$ cat src/rename_cfg_pkg.sv
package rename_cfg_pkg;

	// Register files
	localparam int ARCH_REGS = 32; // Architectural registers seen by software
	localparam int PHYS_REGS = 64; // Physical registers behind the rename map

	// Reorder buffer depth
	localparam int ROB_SIZE = 16;

	// Tags not held by the architectural map at any time
	localparam int FREE_SIZE = PHYS_REGS - ARCH_REGS;

	// Index and tag widths
	localparam int ARCH_W    = $clog2(ARCH_REGS); // 5 bits
	localparam int PHYS_W    = $clog2(PHYS_REGS); // 6 bits
	localparam int ROB_IDX_W = $clog2(ROB_SIZE);  // 4 bits

	// The free list must be able to hold every tag
	// outside the committed map, so its depth is fixed by the two register files.
	// Head, tail and committed head each carry one extra wrap bit
	// on top of the index, which tells a full queue from an empty one

	// The ROB count carries one extra bit as well,
	// so that a full buffer of ROB_SIZE entries can be represented

	// Tags 0 to ARCH_REGS-1 form the identity map after reset,
	// tags ARCH_REGS to PHYS_REGS-1 start out in the free list

endpackage

$ cat src/rename_types_pkg.sv
package rename_types_pkg;

	typedef logic [rename_cfg_pkg::ARCH_W-1:0] arch_reg_t;
	typedef logic [rename_cfg_pkg::PHYS_W-1:0] phys_tag_t;

	// New instruction at dispatch, destination only
	typedef struct packed {
		arch_reg_t arch_dst;
	} dispatch_req_t;

	// Tags handed back in the handshake cycle
	typedef struct packed {
		phys_tag_t new_tag; // Fresh tag from the free list
		phys_tag_t old_tag; // Previous mapping of arch_dst
	} dispatch_rsp_t;

	// Common data bus broadcast
	typedef struct packed {
		logic      valid;
		phys_tag_t tag;
	} cdb_t;

	typedef struct packed {
		logic      busy;  // Entry holds an instruction in flight
		logic      ready; // Result tag has been broadcast
		arch_reg_t arch_dst;
		phys_tag_t new_tag;
		phys_tag_t old_tag;
	} rob_entry_t;

	typedef struct packed {
		arch_reg_t arch_dst;
		phys_tag_t new_tag; // Becomes the architectural mapping
		phys_tag_t old_tag; // Goes back to the free list
	} retire_t;

endpackage

$ cat src/rob_tag_cam.sv
`timescale 1ns/1ps

module rob_tag_cam (
	input  rename_types_pkg::rob_entry_t [rename_cfg_pkg::ROB_SIZE-1:0] entries,
	input  rename_types_pkg::cdb_t                                      cdb,
	output logic [rename_cfg_pkg::ROB_SIZE-1:0]                          hit
);
	import rename_cfg_pkg::*;

	// One comparator per entry, all in parallel
	always_comb begin
		hit = '0;
		if (cdb.valid) begin
			for (int i = 0; i < ROB_SIZE; i++) begin
				// Idle entries may hold stale tags, so busy must qualify the match
				hit[i] = entries[i].busy && (entries[i].new_tag == cdb.tag);
			end
		end
	end

	// Tags are unique among busy entries, so at most one bit is set
	// while the free list and the map stay consistent.
	// A broadcast for a tag that is no longer in flight, for
	// example after a flush, leaves the vector at zero

	// The ROB ORs the vector into its ready bits,
	// entries already marked ready are unaffected

endmodule

$ cat src/rob.sv
`timescale 1ns/1ps

module rob (
	input  logic                            clock,
	input  logic                            arst_n,
	input  logic                            flush,

	// Dispatch handshake
	input  logic                            dispatch_valid,
	input  rename_types_pkg::dispatch_req_t dispatch_req,
	output logic                            dispatch_ready,
	output rename_types_pkg::dispatch_rsp_t dispatch_rsp,

	// Free list and map table side
	input  rename_types_pkg::phys_tag_t     free_tag,
	input  logic                            avail,
	input  rename_types_pkg::phys_tag_t     old_tag,
	output logic                            alloc,
	output logic                            spec_we,
	output rename_types_pkg::phys_tag_t     spec_tag,

	input  rename_types_pkg::cdb_t          cdb,

	// Retire handshake
	output logic                            retire_valid,
	output rename_types_pkg::retire_t       retire,
	input  logic                            retire_ready,
	output logic                            retire_fire
);
	import rename_cfg_pkg::*;
	import rename_types_pkg::*;

	rob_entry_t [ROB_SIZE-1:0] entries;
	logic [ROB_IDX_W-1:0]      head;
	logic [ROB_IDX_W-1:0]      tail;
	logic [ROB_IDX_W:0]        count; // Busy entries, 0 to ROB_SIZE
	logic [ROB_SIZE-1:0]       cam_hit;
	logic                      rob_full;
	logic                      dispatch_fire;
	rob_entry_t                head_entry;

	rob_tag_cam cam_i (
		.entries (entries),
		.cdb     (cdb),
		.hit     (cam_hit)
	);

	assign rob_full   = (count == (ROB_IDX_W+1)'(ROB_SIZE));
	assign head_entry = entries[head];

	// No new work while the pipeline is being flushed
	assign dispatch_ready = !flush && avail && !rob_full;
	assign dispatch_fire  = dispatch_valid && dispatch_ready;

	assign dispatch_rsp.new_tag = free_tag;
	assign dispatch_rsp.old_tag = old_tag;

	assign alloc    = dispatch_fire; // Pops the free list
	assign spec_we  = dispatch_fire;
	assign spec_tag = free_tag;

	// Head presents only once its result is on the register file
	assign retire_valid = !flush && head_entry.busy && head_entry.ready;
	assign retire_fire  = retire_valid && retire_ready;

	assign retire.arch_dst = head_entry.arch_dst;
	assign retire.new_tag  = head_entry.new_tag;
	assign retire.old_tag  = head_entry.old_tag;

	always_ff @(posedge clock or negedge arst_n) begin
		if (!arst_n) begin
			entries <= '0;
			head    <= '0;
			tail    <= '0;
			count   <= '0;
		end else if (flush) begin
			// Everything in flight is younger than the mispredicted branch
			for (int i = 0; i < ROB_SIZE; i++) begin
				entries[i].busy  <= 1'b0;
				entries[i].ready <= 1'b0;
			end
			head  <= '0;
			tail  <= '0;
			count <= '0;
		end else begin
			// Wake-up from the CDB
			for (int i = 0; i < ROB_SIZE; i++) begin
				if (cam_hit[i])
					entries[i].ready <= 1'b1;
			end

			if (retire_fire) begin
				entries[head].busy  <= 1'b0;
				entries[head].ready <= 1'b0;
				head                <= head + 1'b1; // Wraps at ROB_SIZE
			end

			if (dispatch_fire) begin
				entries[tail] <= '{busy: 1'b1, ready: 1'b0, arch_dst: dispatch_req.arch_dst,
					new_tag: free_tag, old_tag: old_tag};
				tail <= tail + 1'b1;
			end

			case ({dispatch_fire, retire_fire})
				2'b10:   count <= count + 1'b1;
				2'b01:   count <= count - 1'b1;
				default: count <= count;
			endcase
		end
	end

endmodule

$ cat src/free_list.sv
`timescale 1ns/1ps

module free_list (
	input  logic                        clock,
	input  logic                        arst_n,
	input  logic                        flush,
	input  logic                        alloc,      // Pop at dispatch
	output rename_types_pkg::phys_tag_t free_tag,
	output logic                        avail,
	input  logic                        retire_fire,
	input  rename_types_pkg::retire_t   retire
);
	import rename_cfg_pkg::*;
	import rename_types_pkg::*;

	// Pointers with one wrap bit above the index
	typedef logic [$clog2(FREE_SIZE):0]   ptr_t;
	typedef logic [$clog2(FREE_SIZE)-1:0] idx_t;

	phys_tag_t [FREE_SIZE-1:0] tags;
	ptr_t                      head;
	ptr_t                      tail;
	ptr_t                      commit_head; // Head as seen by retired instructions only
	idx_t                      head_idx;
	idx_t                      tail_idx;

	assign head_idx = head[$clog2(FREE_SIZE)-1:0];
	assign tail_idx = tail[$clog2(FREE_SIZE)-1:0];

	assign free_tag = tags[head_idx];
	assign avail    = (head != tail);

	// Entries between commit_head and head are tags taken by instructions
	// still in flight. They are never overwritten, since the tail stays exactly
	// FREE_SIZE ahead of commit_head, so a flush can hand them out again
	always_ff @(posedge clock or negedge arst_n) begin
		if (!arst_n) begin
			for (int i = 0; i < FREE_SIZE; i++) begin
				tags[i] <= phys_tag_t'(ARCH_REGS + i); // Tags above the identity map
			end
			head        <= '0;
			tail        <= ptr_t'(FREE_SIZE);   // Queue starts full
			commit_head <= '0;
		end else begin
			if (retire_fire) begin
				tags[tail_idx] <= retire.old_tag;
				tail           <= tail + 1'b1;
				commit_head    <= commit_head + 1'b1; // One tag per retired instruction
			end

			if (flush)
				head <= commit_head;
			else if (alloc)
				head <= head + 1'b1;
		end
	end

	// Retire and dispatch are both blocked in the flush cycle, so the
	// commit_head copied above is already final for that cycle

endmodule

$ cat src/map_table.sv
`timescale 1ns/1ps

module map_table (
	input  logic                            clock,
	input  logic                            arst_n,
	input  logic                            flush,

	// Speculative side, used at dispatch
	input  rename_types_pkg::dispatch_req_t dispatch_req,
	input  logic                            spec_we,
	input  rename_types_pkg::phys_tag_t     spec_tag,
	output rename_types_pkg::phys_tag_t     old_tag,

	// Architectural side, used at retire
	input  logic                            retire_fire,
	input  rename_types_pkg::retire_t       retire
);
	import rename_cfg_pkg::*;
	import rename_types_pkg::*;

	phys_tag_t [ARCH_REGS-1:0] spec_map;
	phys_tag_t [ARCH_REGS-1:0] arch_map;

	// Combinational read, the write of this cycle shows next cycle
	assign old_tag = spec_map[dispatch_req.arch_dst];

	always_ff @(posedge clock or negedge arst_n) begin
		if (!arst_n) begin
			for (int i = 0; i < ARCH_REGS; i++) begin
				spec_map[i] <= phys_tag_t'(i); // Identity map
			end
		end else if (flush) begin
			spec_map <= arch_map; // Roll back to the committed state
		end else if (spec_we) begin
			spec_map[dispatch_req.arch_dst] <= spec_tag;
		end
	end

	// Updated only by retiring instructions, in program order
	always_ff @(posedge clock or negedge arst_n) begin
		if (!arst_n) begin
			for (int i = 0; i < ARCH_REGS; i++) begin
				arch_map[i] <= phys_tag_t'(i);
			end
		end else if (retire_fire) begin
			arch_map[retire.arch_dst] <= retire.new_tag;
		end
	end

	// The two maps only differ in registers written by instructions
	// still in the ROB. Copying the whole architectural map on a flush
	// is therefore enough to undo every speculative write at once,
	// without walking the ROB backwards

endmodule

$ cat src/rename_top.sv
`timescale 1ns/1ps

module rename_top (
	input  logic                            clock,
	input  logic                            arst_n,
	input  logic                            flush,          // Branch mispredict, one cycle

	input  logic                            dispatch_valid,
	input  rename_types_pkg::dispatch_req_t dispatch_req,
	output logic                            dispatch_ready,
	output rename_types_pkg::dispatch_rsp_t dispatch_rsp,

	input  rename_types_pkg::cdb_t          cdb,            // Always accepted

	output logic                            retire_valid,
	output rename_types_pkg::retire_t       retire,
	input  logic                            retire_ready
);
	import rename_types_pkg::*;

	phys_tag_t free_tag;
	logic      avail;
	logic      alloc;
	phys_tag_t old_tag;
	logic      spec_we;
	phys_tag_t spec_tag;
	logic      retire_fire; // Retire handshake, shared by free list and map

	rob rob_i (
		.clock          (clock),
		.arst_n         (arst_n),
		.flush          (flush),
		.dispatch_valid (dispatch_valid),
		.dispatch_req   (dispatch_req),
		.dispatch_ready (dispatch_ready),
		.dispatch_rsp   (dispatch_rsp),
		.free_tag       (free_tag),
		.avail          (avail),
		.old_tag        (old_tag),
		.alloc          (alloc),
		.spec_we        (spec_we),
		.spec_tag       (spec_tag),
		.cdb            (cdb),
		.retire_valid   (retire_valid),
		.retire         (retire),
		.retire_ready   (retire_ready),
		.retire_fire    (retire_fire)
	);

	free_list free_list_i (
		.clock       (clock),
		.arst_n      (arst_n),
		.flush       (flush),
		.alloc       (alloc),
		.free_tag    (free_tag),
		.avail       (avail),
		.retire_fire (retire_fire),
		.retire      (retire)
	);

	map_table map_table_i (
		.clock        (clock),
		.arst_n       (arst_n),
		.flush        (flush),
		.dispatch_req (dispatch_req),
		.spec_we      (spec_we),
		.spec_tag     (spec_tag),
		.old_tag      (old_tag),
		.retire_fire  (retire_fire),
		.retire       (retire)
	);

endmodule

$ cat config.mk
export PLATFORM = sky130hd
export DESIGN_NAME = rename_top
export DESIGN_NICKNAME = d
export VERILOG_FILES = /design/src/rename_cfg_pkg.sv /design/src/rename_types_pkg.sv /design/src/rob_tag_cam.sv /design/src/rob.sv /design/src/free_list.sv /design/src/map_table.sv /design/src/rename_top.sv
export SDC_FILE = /design/constraint.sdc
export NUM_CORES = 2
export LEC_CHECK = 0
export BUFFER_PORTS_ARGS = -buffer_cell sky130_fd_sc_hd__buf_2
export CORE_MARGIN = 5
export CORE_UTILIZATION = 31
export CTS_CLUSTER_DIAMETER = 40
export CTS_CLUSTER_SIZE = 10
export DETAILED_ROUTE_END_ITERATION = 7
export SYNTH_ARGS = -nofsm -noshare
export SYNTH_HDL_FRONTEND = slang
export SYNTH_SLANG_ARGS = --single-unit
$ cat constraint.sdc
create_clock -name clock -period 4.3 [get_ports clock]
set_input_delay 0.86 -clock clock [delete_from_list [all_inputs] [get_ports clock]]
set_output_delay 0.86 -clock clock [all_outputs]
set_load 0.05 [all_outputs]
# Word level (Yosys, flattened, before mapping)
# Cells that the tools add are included.
# totals
register_bits	911
input_bits	17
# op_classes
n_lt_le_gt_ge	11
n_mux	86
addsub	7
eq_ne	20
n_reduce_logical	32
# ops
cell	n
$bwmux 304	3
$mux 304	3
$bwmux 192	3
$mux 192	2
$demux 19 s4	3
$eq 6x6->1	16
$demux 6 s5	3
$bmux 19 s4	1
$bmux 6 s5	2
$mux 19	3
$mux 6	7
$mux 1	32
$mux 2	16
$logic_and 1x1->1	27
$lt 5x6->1 const B	4
$add 6x1->6 const B	3
$mux 18	1
$mux 16	1
$mux 4	4
$ge 5x1->1 const B	3
$lt 4x5->1 const B	2
$pmux 5 s2	1
$add 4x1->4 const B	2
$ge 4x1->1 const B	2
10 further kinds	12

# Logic depth before layout (Yosys ltp)
# logic_depth
depth_word	12
depth_mapped	11

# Cells and area by module
# From an unflattened synthesis, not the netlist that was laid out.
# unflattened
hier_cells	3277
area_unflattened_um2	44147.3
# by_module_without_submodules
mod	area_each_um2	n_inst	seq_area_each_um2	cells_each
map_table	18184.9	1	9809.4	1536
rob	14787.9	1	7932.6	959
free_list	9849.4	1	5396.4	624
rob_tag_cam	1325.0	1	0.0	158

# Worst setup path after synthesis
# Ideal clock, no wire load.
# synth_path
kind	flip-flop to output port
start	register rob_i.head[0]
end	output port retire_valid
setup_slack_ns	0.147
arrival_ns	3.293
path_stages_with_launch	9
cell_sequence	dfrtp_1 buf_2 buf_4 buf_4 buf_2 buf_2 nor3_1 or4_1 a211oi_1
# synth_between
elab_chain_cells	4
# synth_rtl
element	line_no	rtl
start: declaration	rob.sv:34	logic [ROB_IDX_W-1:0] head;
start signal: assignment	rob.sv:95	head <= head + 1'b1;
$bmux 19 s4 (*)	rob.sv:49	assign head_entry = entries[head];
$mux 19 (not written as such) (*)	rob.sv:49	
$logic_and 1x1->1	rob.sv:63	assign retire_valid = !flush && head_entry.busy && head_entry.ready;
$logic_and 1x1->1 (*)	rob.sv:63	
end: declaration	rename_top.sv:15	output logic retire_valid,
# Mark *: on every way between the ends. The rest lies on a longest branch, timed or not. The select of a mux whose other input is x is not followed.

==> metrics.cfg <==
[timing]
maxSlewViolCount=0
max_clock_freq_ghz=0.239
post-route-worst-setup-slack_ns=0.116
timing_worst_slew_pin_value_ns=1.19
final-setup-viol-count=0
unrepaired_setup_endpoints_after_global_routing=false
setup_total_negative_slack_ns=0
final.min_clock_period_ns=4.18
timing.max_slew.rel_slack_pct=20.2
total_count_of_hold_check_failures_in_the_final_report=0
fin_skew_ns=0.0334
layout_worst_path_cycle_share_pct=97.3

[grt]
grt_use_total_pct=17.4
grtUsageMet1_pct=24.1
first_global_vias=30400
overflow=0
grt_antenna_before_repair=1
globalRouteMet2Util_pct=27.9
met3_usage_pct=3.23
busiest_layer_in_global_routing=met2
grt_max_degree=183
global_route_wire_length_before_repair_um=198000

[placement]
gp_routability_congestion=0.845
dpl_cell_area_sq_um=45600
hpwl_after_dpl_um=81300
place_inst=5027
io_buffer_count=47
pre_cts_ws_ns=-0.153

[clocking]
cts.sink_count=911
clk_pin_slew_worst_paths_ns=0.05
clock_latency_ns=0.75
number_of_buffers_created_by_cts=143
cts_tree=done
h_tree_levels=4
cts_max_path_buffers=3
cts-hold-fix-buffers=0
cts_root_buffer=clkbuf_16

[logic_synthesis]
synth_area_leader_cell=dfrtp_1
postSynthCellCount=3382
synth_edf_count=0
synth.area.top_cells=dfrtp_1 37%, dfstp_2 17%, mux2_2 12%
synth.net_count=3415
asyncSetResetFlopFracSynth_pct=100
synthFlopType=dfrtp_1
synth_warnings=0
synthDominantCellAreaShare_pct=37.1
synth_cell_types=62
syn_area_sq_um=43000
synth.ff_latch_count=911
synth_seq_area_share_pct=53.8
synth.avg_cell_area_sq_um=12.7

[routing]
drcViolationCount=0
drt_pre_antenna_iters=7
mean_routed_wirelength_per_cell_um=24.4
detail_route.wirelength_um=129000
routed-via-count=29600
ratio_of_routed_vias_to_standard_cells=5.59
drt_iter0_markers=2612
drt.antenna.violating_nets=0

[power]
p_leak_nw=22.1
peakVddDrop_uv=285
power.total_mw=21.7
cellPowerDensity_nw_per_um2=428

[setup_path]
worstPathRequired_ns=3.44
arrival_ns=3.32
r2r_setup_slack_ns=0.57
crit_start=dispatch_req[2]
r2r-start=rob_i.head[1]
start_kind=input pin
reg2regPathDepth=8
worst-path-max-fanout=17
critical_path.reg2reg.endpoint=map_table_i.arch_map[34]
critical_path_start_end_classification=in2out
endpoint_kind=output port

[run]
cap_viol_max_count=0

[status]
run_status=complete, no violations

[floorplan]
die_area_sq_um=146000
floorplan.io_pins=48
initial_utilization_pct=31.2
fp.dieW_um=382
height_of_the_chip_um=382
placement_rows=136
placeableCoreArea_sq_um=138000

[layout]
multiInputGateArea_sq_um=18700
final_instance_count_excl_fillers=5293
fill_cells=13100
finish.net_count=3414
syn_to_final_growth_pct=17.8
sequential_cell_area_sq_um=23200
most-common-layout-cells=634 x dfrtp_1, 447 x mux2_2, 431 x nand2_1
layout_commonest_cell=dfrtp_1
layout-drive-gt1-share_pct=39.4
finish.instance_area_sq_um=50700

[min_path]
worst_min_delay_path_category=in2async

-- cell type report --
class | instances | area share (%)
Inverter | 20 | 0.148
Multi-Input combinational cell | 2140 | 36.9
Clock inverter | 69 | 1.72
Timing Repair Buffer | 165 | 2.97
Clock buffer | 193 | 8.16
Antenna cell | 1 | 0.00494
Sequential cell | 911 | 45.7
Tap cell | 1794 | 4.43
-- critical path, cell delays in order --
cell	delay, ns
buf_2	0.18
nor3_1	0.97
a22oi_1	0.23
nand4_1	0.37
buf_4	0.33
buf_2	0.36
-- cells in the mapped netlist, types with 55 or more instances --
library cell and instances:
o21ai_0 92, mux2_2 447, dfrtp_1 638, nor2_1 70, nand2_1 433, xnor2_1 85
dfstp_2 273, clkbuf_1 264, nand3_1 79, mux4_2 193, a22oi_1 55, nor3_1 145
a221o_1 170
-- through the flow --
stage / hold slack, ns / utilization [%]
2_1_floorplan: 0.440 / -
3_3_place_gp: 0.453 / 33.1
3_5_place_dp: 0.458 / 33.1
4_1_cts: 0.0843 / 36.8
5_1_grt: 0.113 / 36.8
6_report: 0.0923 / 36.8
-- how the worst max path moves through the flow --
stage	cells past startpoint	endpoint	slack, ns
after detailed placement	7	dispatch_rsp[4]	-0.15
after CTS	7	dispatch_rsp[4]	0.02
after global placement	7	dispatch_rsp[4]	-0.21
after global routing	7	dispatch_rsp[11]	0.05
after floorplan	8	retire_valid	0.15
final	6	dispatch_rsp[1]	0.12
-- power breakdown --
part           leakage [nW]  switching, mW  internal, mW
Clock                  2.42           4.31          7.59
Combinational          7.95          0.756         0.282
Sequential             11.7         0.0609          8.67
-- cell families after synthesis --
| kind of cell | count (synthesis) | synth area share (%) |
|---|---|---|
| AOI/OAI and AO/OA | 452 | 8.09 |
| xor gates and xnor gates | 123 | 2.51 |
| adders and majority gates | 16 | 0.466 |
| buffers and inverters | 331 | 3.00 |
| DFF | 911 | 53.8 |
| muxes | 658 | 22.3 |
| and+or+nand+nor | 891 | 9.83 |
-- what timing repair did --
action / CTS / global route
buffers inserted: 3 / 0
pin swaps: 0 / 1
resized for setup: 1 / 3
hold endpoints to repair: 0 / 0
endpoints found under the setup margin: 8 / 3
-- layer usage --
layer,vias up,wire (um)
met2,1146,61000
met5,-,0
met3,244,8670
li1,12500,-
met1,15700,56000
met4,0,3550
-- sequential cells by signal, indices dropped and copies added (netlist names) --
| register | count |
|---|---|
| free_list_i.tags | 192 |
| free_list_i.commit_head | 6 |
| rob_i.count | 5 |
| rob_i.entries | 304 |
| free_list_i.tail | 6 |
| map_table_i.spec_map | 192 |
| rob_i.tail | 4 |
| free_list_i.head | 6 |
| map_table_i.arch_map | 192 |
| rob_i.head | 4 |
Power figures use the tool's default switching activity.
